### src/logic/fetch_settings.svh
// Width, memory depth, bubble word, jump shadow, halt drain and hazard history macros
`ifndef FETCH_SETTINGS_SVH
`define FETCH_SETTINGS_SVH

// Instruction and address width in bits
`define FETCH_WORD_W 16

// Instruction memory depth in 16-bit words
`define FETCH_IMEM_WORDS 256

// Bubble sent down the pipe, also the reset value of instr_out
`define FETCH_NOP_WORD 16'h0800

// Nop cycles that follow an issued jump or branch
`define FETCH_JUMP_SHADOW 3

// Cycles from the first halt fetch until dump rises
`define FETCH_HALT_DRAIN 5

// In-flight destination entries kept by the hazard detector
`define FETCH_RAW_DEPTH 3

`endif

### src/logic/fetch_pkg.sv
// Instruction-word field types, field positions and opcode-class constants
package fetch_pkg;

   ////////////////////
   // Field types
   ////////////////////

   // Five-bit opcode in bits 15 to 11
   typedef logic [4:0] opcode_t;

   // Register index for rs, rt and destinations
   typedef logic [2:0] reg_idx_t;

   // Top three opcode bits select the class
   typedef logic [2:0] opc_class_t;

   // Low bit of each field in the word
   localparam int OPC_LSB = 11;
   localparam int RS_LSB  = 8;
   localparam int RT_LSB  = 5;

   ////////////////////
   // Opcode classes
   ////////////////////

   // Halt is the all-zero opcode
   localparam opcode_t OPC_HALT = 5'b00000;

   // Jumps and branches
   localparam opc_class_t JUMP_CLASS_A = 3'b001;
   localparam opc_class_t JUMP_CLASS_B = 3'b011;

   // Class with no rs source at all
   localparam opc_class_t RS_NONE_CLASS = 3'b000;
   // Class where rs is a source only when bit 11 is set
   localparam opc_class_t RS_OPT_CLASS  = 3'b001;

   // rt is read by the whole 111 class
   localparam opc_class_t RT_SRC_CLASS = 3'b111;
   // and by the four-bit prefix 1101
   localparam logic [3:0] RT_SRC_PREFIX = 4'b1101;

endpackage

### src/logic/src_check_if.sv
// Source-register check interface between issue logic and hazard detector
`timescale 1ns/10ps

interface src_check_if import fetch_pkg::*; ();

   // Sources of the word currently fetched
   reg_idx_t src1;
   reg_idx_t src2;
   // Field really read by the instruction
   logic     src1_valid;
   logic     src2_valid;

   // Hazard result, same cycle
   logic     raw;

   // Issue side sends sources, gets the verdict
   modport requester (
      output src1,
      output src2,
      output src1_valid,
      output src2_valid,
      input  raw
   );

   // Detector side
   modport detector (
      input  src1,
      input  src2,
      input  src1_valid,
      input  src2_valid,
      output raw
   );

endinterface

### src/logic/fetch_pc.sv
// Program counter register with increment by two, redirect and hold
`timescale 1ns/10ps
`include "fetch_settings.svh"

module fetch_pc (
   input  logic                     clk,
   input  logic                     reset,
   input  logic                     hold,
   input  logic                     pc_src,
   input  logic [`FETCH_WORD_W-1:0] jump_pc,
   output logic [`FETCH_WORD_W-1:0] pc,
   output logic [`FETCH_WORD_W-1:0] pc_plus2
);

   // Byte step between 16-bit words
   localparam logic [`FETCH_WORD_W-1:0] PC_STEP = `FETCH_WORD_W'(2);

   ////////////////////
   // Next address
   ////////////////////

   // Sequential successor, also sent down the pipe
   assign pc_plus2 = pc + PC_STEP;

   ////////////////////
   // PC register
   ////////////////////

   // Redirect beats hold, hold beats increment
   always_ff @(posedge clk) begin
      if (reset) begin
         pc <= '0;
      end else if (pc_src) begin
         pc <= jump_pc;
      end else if (!hold) begin
         pc <= pc_plus2;
      end
   end

endmodule

### src/logic/instr_mem.sv
// Word-addressed instruction memory with asynchronous read and synchronous load port
`timescale 1ns/10ps
`include "fetch_settings.svh"

module instr_mem (
   input  logic                     clk,
   input  logic [`FETCH_WORD_W-1:0] addr,
   output logic [`FETCH_WORD_W-1:0] instr,
   input  logic                     wr,
   input  logic [`FETCH_WORD_W-1:0] wr_addr,
   input  logic [`FETCH_WORD_W-1:0] wr_data
);

   // Bits needed to index one word
   localparam int IDX_W = $clog2(`FETCH_IMEM_WORDS);

   // Program storage, loaded while reset is held
   logic [`FETCH_WORD_W-1:0] mem [`FETCH_IMEM_WORDS];

   // Index of the word under the PC
   logic [IDX_W-1:0] rd_idx;
   // Index of the word being loaded
   logic [IDX_W-1:0] wr_idx;

   ////////////////////
   // Read side
   ////////////////////

   // PC is a byte address, drop bit 0 to get the word
   assign rd_idx = addr[IDX_W:1];

   // Combinational fetch, word ready in the same cycle
   assign instr = mem[rd_idx];

   ////////////////////
   // Load side
   ////////////////////

   // Load port takes a word index, not a byte address
   assign wr_idx = wr_addr[IDX_W-1:0];

   always_ff @(posedge clk) begin
      if (wr) begin
         mem[wr_idx] <= wr_data;
      end
   end

endmodule

### src/logic/raw_detector.sv
// Destination-register history and read-after-write comparison against current sources
`timescale 1ns/10ps
`include "fetch_settings.svh"

module raw_detector import fetch_pkg::*; (
   input  logic        clk,
   input  logic        reset,
   src_check_if.detector chk,
   input  reg_idx_t    dst,
   input  logic        dst_valid
);

   localparam int DEPTH = `FETCH_RAW_DEPTH;

   // Entry 0 is the youngest in-flight destination
   reg_idx_t hist_dst   [DEPTH];
   logic     hist_valid [DEPTH];

   // Any valid source matching any valid entry
   logic     raw_hit;

   ////////////////////
   // History shift
   ////////////////////

   // Valid flags are control state, cleared on reset
   always_ff @(posedge clk) begin
      if (reset) begin
         for (int i = 0; i < DEPTH; i++) begin
            hist_valid[i] <= 1'b0;
         end
      end else begin
         hist_valid[0] <= dst_valid;
         for (int i = 1; i < DEPTH; i++) begin
            hist_valid[i] <= hist_valid[i-1];
         end
      end
   end

   // Register numbers just ride along with their flags
   always_ff @(posedge clk) begin
      hist_dst[0] <= dst;
      for (int i = 1; i < DEPTH; i++) begin
         hist_dst[i] <= hist_dst[i-1];
      end
   end

   ////////////////////
   // Compare
   ////////////////////

   always_comb begin
      raw_hit = 1'b0;
      for (int i = 0; i < DEPTH; i++) begin
         if (hist_valid[i]) begin
            // rs against this entry
            if (chk.src1_valid && (chk.src1 == hist_dst[i])) begin
               raw_hit = 1'b1;
            end
            // rt against this entry
            if (chk.src2_valid && (chk.src2 == hist_dst[i])) begin
               raw_hit = 1'b1;
            end
         end
      end
   end

   // Verdict back to the issue block in the same cycle
   assign chk.raw = raw_hit;

endmodule

### src/logic/fetch_issue.sv
// Opcode decode, bubble insertion, jump shadow, halt drain and output pipe registers
`timescale 1ns/10ps
`include "fetch_settings.svh"

module fetch_issue import fetch_pkg::*; (
   input  logic                     clk,
   input  logic                     reset,
   input  logic [`FETCH_WORD_W-1:0] instr,
   input  logic [`FETCH_WORD_W-1:0] pc_plus2,
   input  logic                     pc_src,
   src_check_if.requester           chk,
   output logic                     hold,
   output logic [`FETCH_WORD_W-1:0] instr_out,
   output logic [`FETCH_WORD_W-1:0] incr_pc,
   output logic                     dump
);

   localparam int SHADOW_W = $clog2(`FETCH_JUMP_SHADOW + 1);
   localparam int DRAIN_W  = $clog2(`FETCH_HALT_DRAIN + 1);
   localparam logic [SHADOW_W-1:0]      SHADOW_LOAD = SHADOW_W'(`FETCH_JUMP_SHADOW);
   localparam logic [DRAIN_W-1:0]       DRAIN_DONE  = DRAIN_W'(`FETCH_HALT_DRAIN);
   localparam logic [`FETCH_WORD_W-1:0] NOP_WORD    = `FETCH_NOP_WORD;

   // Decoded fields of the fetched word
   opcode_t    opcode;
   opc_class_t opc_class;
   logic       halt_fetched;
   logic       jump_fetched;

   // Jump shadow down-counter
   logic [SHADOW_W-1:0] shadow_cnt;
   logic                shadow_active;

   // Halt drain counter, saturates at dump
   logic [DRAIN_W-1:0]  drain_cnt;
   logic                halted;

   // Result of the priority mux
   logic                     jump_issue;
   logic [`FETCH_WORD_W-1:0] issue_word;

   ////////////////////
   // Opcode decode
   ////////////////////

   assign opcode    = instr[OPC_LSB +: $bits(opcode_t)];
   assign opc_class = opcode[4:2];

   assign halt_fetched = (opcode == OPC_HALT);
   assign jump_fetched = (opc_class == JUMP_CLASS_A) || (opc_class == JUMP_CLASS_B);

   // Source fields at fixed positions
   assign chk.src1 = instr[RS_LSB +: $bits(reg_idx_t)];
   assign chk.src2 = instr[RT_LSB +: $bits(reg_idx_t)];

   // rs unused by class 000, and by class 001 when bit 11 is clear
   assign chk.src1_valid = (opc_class != RS_NONE_CLASS) &&
                           !((opc_class == RS_OPT_CLASS) && !opcode[0]);

   // rt read only by prefix 1101 and class 111
   assign chk.src2_valid = (opcode[4:1] == RT_SRC_PREFIX) || (opc_class == RT_SRC_CLASS);

   ////////////////////
   // Issue priority
   ////////////////////

   assign shadow_active = (shadow_cnt != '0);
   assign halted        = (drain_cnt != '0);

   always_comb begin
      issue_word = instr;
      hold       = 1'b0;
      jump_issue = 1'b0;
      if (halt_fetched || halted) begin
         // Halt wins, PC parks on it for good
         hold = 1'b1;
      end else if (shadow_active) begin
         // Fetched word is the stale jump, send a bubble instead
         issue_word = NOP_WORD;
         // Step past the jump on the last shadow cycle
         hold       = (shadow_cnt != 1);
      end else if (chk.raw) begin
         // Stall until the producer leaves the history
         issue_word = NOP_WORD;
         hold       = 1'b1;
      end else if (jump_fetched) begin
         // Jump goes out once, then the shadow starts
         hold       = 1'b1;
         jump_issue = 1'b1;
      end
   end

   ////////////////////
   // Shadow and drain
   ////////////////////

   // Redirect ends the shadow early
   always_ff @(posedge clk) begin
      if (reset) begin
         shadow_cnt <= '0;
      end else if (pc_src) begin
         shadow_cnt <= '0;
      end else if (shadow_active) begin
         shadow_cnt <= shadow_cnt - 1'b1;
      end else if (jump_issue) begin
         shadow_cnt <= SHADOW_LOAD;
      end
   end

   // Starts on the first halt fetch, keeps counting to the drain length
   always_ff @(posedge clk) begin
      if (reset) begin
         drain_cnt <= '0;
      end else if ((halt_fetched || halted) && (drain_cnt != DRAIN_DONE)) begin
         drain_cnt <= drain_cnt + 1'b1;
      end
   end

   // High once the halt has drained, stays until reset
   assign dump = (drain_cnt == DRAIN_DONE);

   ////////////////////
   // Output pipe
   ////////////////////

   // Frozen once halted, so the halt word repeats
   always_ff @(posedge clk) begin
      if (reset) begin
         instr_out <= NOP_WORD;
         incr_pc   <= '0;
      end else if (!halted) begin
         instr_out <= issue_word;
         incr_pc   <= pc_plus2;
      end
   end

endmodule

### src/logic/fetch_stage.sv
// Fetch stage top level with PC, instruction memory, hazard detector and issue block
`timescale 1ns/10ps
`include "fetch_settings.svh"

module fetch_stage import fetch_pkg::*; (
   input  logic                     clk,
   input  logic                     reset,
   // Redirect from later stages
   input  logic                     pc_src,
   input  logic [`FETCH_WORD_W-1:0] jump_pc,
   // Destination of the word issued a cycle earlier
   input  reg_idx_t                 dst,
   input  logic                     dst_valid,
   // Program load port
   input  logic                     imem_wr,
   input  logic [`FETCH_WORD_W-1:0] imem_addr,
   input  logic [`FETCH_WORD_W-1:0] imem_data,
   // Toward decode
   output logic [`FETCH_WORD_W-1:0] incr_pc,
   output logic [`FETCH_WORD_W-1:0] instr_out,
   output logic                     dump
);

   // PC and its increment
   logic [`FETCH_WORD_W-1:0] pc;
   logic [`FETCH_WORD_W-1:0] pc_plus2;
   // Word under the PC
   logic [`FETCH_WORD_W-1:0] instr;
   // Stall request from issue
   logic                     hold;

   // Sources out, hazard verdict back
   src_check_if chk_if ();

   fetch_pc u_pc (
      .clk      (clk),
      .reset    (reset),
      .hold     (hold),
      .pc_src   (pc_src),
      .jump_pc  (jump_pc),
      .pc       (pc),
      .pc_plus2 (pc_plus2)
   );

   instr_mem u_imem (
      .clk     (clk),
      .addr    (pc),
      .instr   (instr),
      .wr      (imem_wr),
      .wr_addr (imem_addr),
      .wr_data (imem_data)
   );

   raw_detector u_raw (
      .clk       (clk),
      .reset     (reset),
      .chk       (chk_if.detector),
      .dst       (dst),
      .dst_valid (dst_valid)
   );

   fetch_issue u_issue (
      .clk       (clk),
      .reset     (reset),
      .instr     (instr),
      .pc_plus2  (pc_plus2),
      .pc_src    (pc_src),
      .chk       (chk_if.requester),
      .hold      (hold),
      .instr_out (instr_out),
      .incr_pc   (incr_pc),
      .dump      (dump)
   );

endmodule

### config.mk
export PLATFORM = sky130hd
export DESIGN_NAME = fetch_stage
export DESIGN_NICKNAME = d
export VERILOG_FILES = /design/src/logic/fetch_pkg.sv /design/src/logic/src_check_if.sv /design/src/logic/fetch_pc.sv /design/src/logic/instr_mem.sv /design/src/logic/raw_detector.sv /design/src/logic/fetch_issue.sv /design/src/logic/fetch_stage.sv
export VERILOG_INCLUDE_DIRS = /design/src /design/src/logic
export SDC_FILE = /design/constraint.sdc
export NUM_CORES = 2
export LEC_CHECK = 0
export BUFFER_PORTS_ARGS = -buffer_cell sky130_fd_sc_hd__buf_2
export CAP_MARGIN = 10
export CORE_ASPECT_RATIO = 2
export CORE_MARGIN = 2
export CORE_UTILIZATION = 50
export CTS_CLUSTER_SIZE = 12
export DETAILED_ROUTE_END_ITERATION = 7
export GPL_TIMING_DRIVEN = 0
export HOLD_SLACK_MARGIN = 0.12
export PLACE_DENSITY_LB_ADDON = 0.15
export SYNTH_ARGS = -nofsm -noshare
export SYNTH_HDL_FRONTEND = slang
export SYNTH_MEMORY_MAX_BITS = 65536
export SYNTH_SLANG_ARGS = --single-unit
### constraint.sdc
create_clock -name clk -period 5.5 [get_ports clk]
set_input_delay 0 -clock clk [delete_from_list [all_inputs] [get_ports clk]]
set_output_delay 0 -clock clk [all_outputs]
set_load 0.02 [all_outputs]
==> run_results.csv <==
group,metric,value,unit
finish,design_area,191000,um2
synthesis,async_reset_ff_share,0,%
clock_tree,cts.sinks,4169,
synthesis,yosysMostFrequentCell,"edfxtp_1",
worst_setup_path,start_kind,"flop",
sta,setup_violations,32,
sta,fin_crit_sh,104,%
drt,drtIter0Drc,16200,
drt,ant_nets,0,
drt,wl_per_cell,53.8,um
placement,port_buffers,74,
global_routing,grt_pass1_vias,87900,
synthesis,synth_enable_flop_cells,4096,
worst_setup_path,crit_chain,"buf_12, buf_16, buf_16, buf_12, mux4_2, mux4_2, nor2b_1, a31oi_2, nand4_1, nand3_4, xor2_1, and4_1, nor4_4, a21oi_4, buf_6, or3_4, a311oi_2",
synthesis,synth_area_leaders,"edfxtp_1 77%, mux4_2 14%, mux2i_1 2.1%",
synthesis,synth_area_leader_cell,"edfxtp_1",
floorplan,ioPinCount,89,
clock_tree,htree_levels,5,
finish,fin_util,59.6,%
sta,drv_slew,0,
sta,fin_worst_skew,0.0416,ns
drt,vias,91000,
synthesis,synth_warnings,0,
synthesis,synthCells,7284,
clock_tree,clk_latency,0.98,ns
worst_setup_path,slowest_delay,0.58,ns
status,violations,"design-rule violations, negative setup slack",
synthesis,synth_cell_types,70,
synthesis,synth_flop_cell,"edfxtp_1",
sta,finalHoldViolCount,0,
pwr,ir_drop,0.316,mV
synthesis,synth_area_per_cell,22.1,um2
floorplan,die_w,405,um
floorplan,coreArea,320000,um2
drt,dr.pass1.iters,8,
global_routing,track_usage,42.2,%
synthesis,yosys.area.top_type_share,76.6,%
floorplan,rows,294,
placement,dp_hpwl,465000,um
worst_setup_path,critPathCaptureType,"flop",
finish,area_growth_syn_to_layout,18.8,%
status,status,"complete, but fails checks",
clock_tree,clock_path_buffers,4,
drt,drc,2,
placement,gp_congestion,1.01,
synthesis,synth-seq-cells,4169,
synthesis,synth.top_cells.by_count,"4096 x edfxtp_1, 1003 x mux4_2, 340 x mux2i_1, 335 x nor2_1, 181 x a22oi_1",
drt,avgViaCountPerCell,7.16,
worst_setup_path,cp_num_buf_inv,5,
global_routing,grt_pass1_wl,872000,um
finish,final_nets,8402,
placement,placedCellCount,11800,
floorplan,dieArea,326000,um2
worst_setup_path,worst_ep_arrival_time,6.57,ns
global_routing,grt_start_max_net_pins,155,
drt,routed_wl,684000,um
sta,finalWorstSetupSlack,-0.200,ns
synthesis,synthesis.nets,7346,
clock_tree,cts-root-buf,"clkbuf_16",
worst_hold_path,worstHoldPathType,"in2reg",
pwr,power_density,416,nW/um2
worst_setup_path,crit_fanout,8,
finish,layoutNonFillerInstCount,12700,
run,drv_cap,0,
sta,timing_worst_slew_pin_value,1.43,ns
sta,setup-tns-final,-3.37,ns
sta,relSlewSlack,4.61,%
global_routing,gr-total-overflow,0,
worst_setup_path,crit_type,"reg2reg",
floorplan,initial_core_util,50.2,%
worst_setup_path,critPathRequiredTime,6.37,ns
clock_tree,cts_tree,"done",
synthesis,synth_area,161000,um2
synthesis,ys_seq_area_share,77.5,%
sta,max_freq,175,MHz
global_routing,antenna_found_initial,91,
floorplan,die_h,806,um
placement,post_dp_cell_area,173000,um2
clock_tree,numCtsBuffers,393,
sta,layout_min_cycle_time,5.70,ns
worst_setup_path,critPathSlowestCell,"nand4_1",
worst_setup_path,critPathTopFamily,"simple AND/OR/NAND/NOR gates",
pwr,p_leak,59.1,nW
clock_tree,clk_pin_slew,0.07,ns
finish,drive_gt1_share,33.2,%
placement,pre_cts_slack,-3.84,ns
==> where the power goes <==
group	switching, mW	internal (mW)	total [mW]
logic	12.7	6.98	19.6
clock network	11.6	12.9	24.5
registers	0.127	35.1	35.2
==> layer usage <==
| layer | track usage [%] | up-vias | part of all wire, % | wire length, um |
|---|---|---|---|---|
| li1 | - | 32800 | - | - |
| met1 | 44.7 | 48000 | 29 | 199000 |
| met2 | 64.3 | 7777 | 46 | 316000 |
| met3 | 12.6 | 2373 | 11 | 76600 |
| met4 | 45.9 | 34 | 13 | 92100 |
| met5 | 0.354 | - | 0.055 | 374 |
==> registers in the layout (all words and copies together), names as in the netlist, named ones only <==
| signal | cells |
|---|---|
| u_imem.mem | 4096 |
| u_issue.incr_pc | 16 |
| u_issue.instr_out | 16 |
| u_pc.pc | 16 |
| u_raw.hist_dst | 9 |
| u_issue.drain_cnt | 3 |
| u_raw.hist_valid | 3 |
| u_issue.shadow_cnt | 2 |
==> repair_timing <==
action / 4_1_cts / 5_1_grt
hold buffers: 90 / 0
endpoints found under the setup margin: 44 / 34
hold endpoints to repair: 3888 / 0
pin swaps: 28 / 26
gates resized for setup: 842 / 128
buffers inserted: 131 / 67
gates cloned: 1 / 0
==> cell families (layout without fill, tap and decap cells) <==
kind of cell    Yosys count  after routing  synth area share [%]
flops                  4169           4169                  77.5
xor+xnor                 33             33                 0.180
mux                    1358           1358                  16.3
other cells               0            137                     0
compound gates          538            538                  2.35
fa+ha+maj                 6              6                0.0467
buf+inv                 438           1579                  1.50
simple gates            742            742                  2.15
==> area by class of cell <==
cell class | instances | area, um2
Clock buffer | 453 | 10200
Tap cell | 4144 | 5180
Antenna cell | 137 | 343
Timing Repair Buffer | 668 | 9410
Buffer | 418 | 5120
Fill cell | 22700 | 129000
Multi-Input combinational cell | 2677 | 35800
Inverter | 13 | 51.3
Clock inverter | 27 | 240
Sequential cell | 4169 | 124000
==> placed cells by master (no fill, tap or decap), types with 86 or more instances in the layout <==
cell type / Yosys / layout
mux2i_1: 340 / 329
buf_16: 0 / 178
buf_4: 82 / 207
buf_12: 1 / 100
diode_2: 0 / 137
nand2_1: 96 / 90
clkbuf_1: 160 / 113
buf_8: 4 / 216
a22oi_1: 181 / 170
edfxtp_1: 4096 / 4096
clkbuf_16: 0 / 400
nor2_2: 1 / 217
dlygate4sd3_1: 0 / 86
mux4_2: 1003 / 1003
==> through the flow <==
| stage | hold slack (ns) | power, mW |
|---|---|---|
| 5_1_grt | 0.144 | 79.9 |
| 3_5_place_dp | 0.112 | 52.3 |
| 3_3_place_gp | 0.120 | 51.9 |
| 4_1_cts | 0.134 | 78.0 |
| 2_1_floorplan | 0.0277 | 43.5 |
| 6_report | 0.105 | 79.4 |
==> path summary, 6_finish.rpt <==
path / start / endpoint / slack (ns) / cells after the start
setup reg to reg: flop / flop / -0.20 / 17
hold / removal: imem_data[7] / u_imem.mem[25][7] / 0.10 / 2
hold reg to reg: u_raw.hist_dst[0][3] / u_raw.hist_dst[0][6] / 0.40 / 0
setup / recovery: flop / flop / -0.20 / 17
Note: power is estimated with default switching activity, not from simulation.
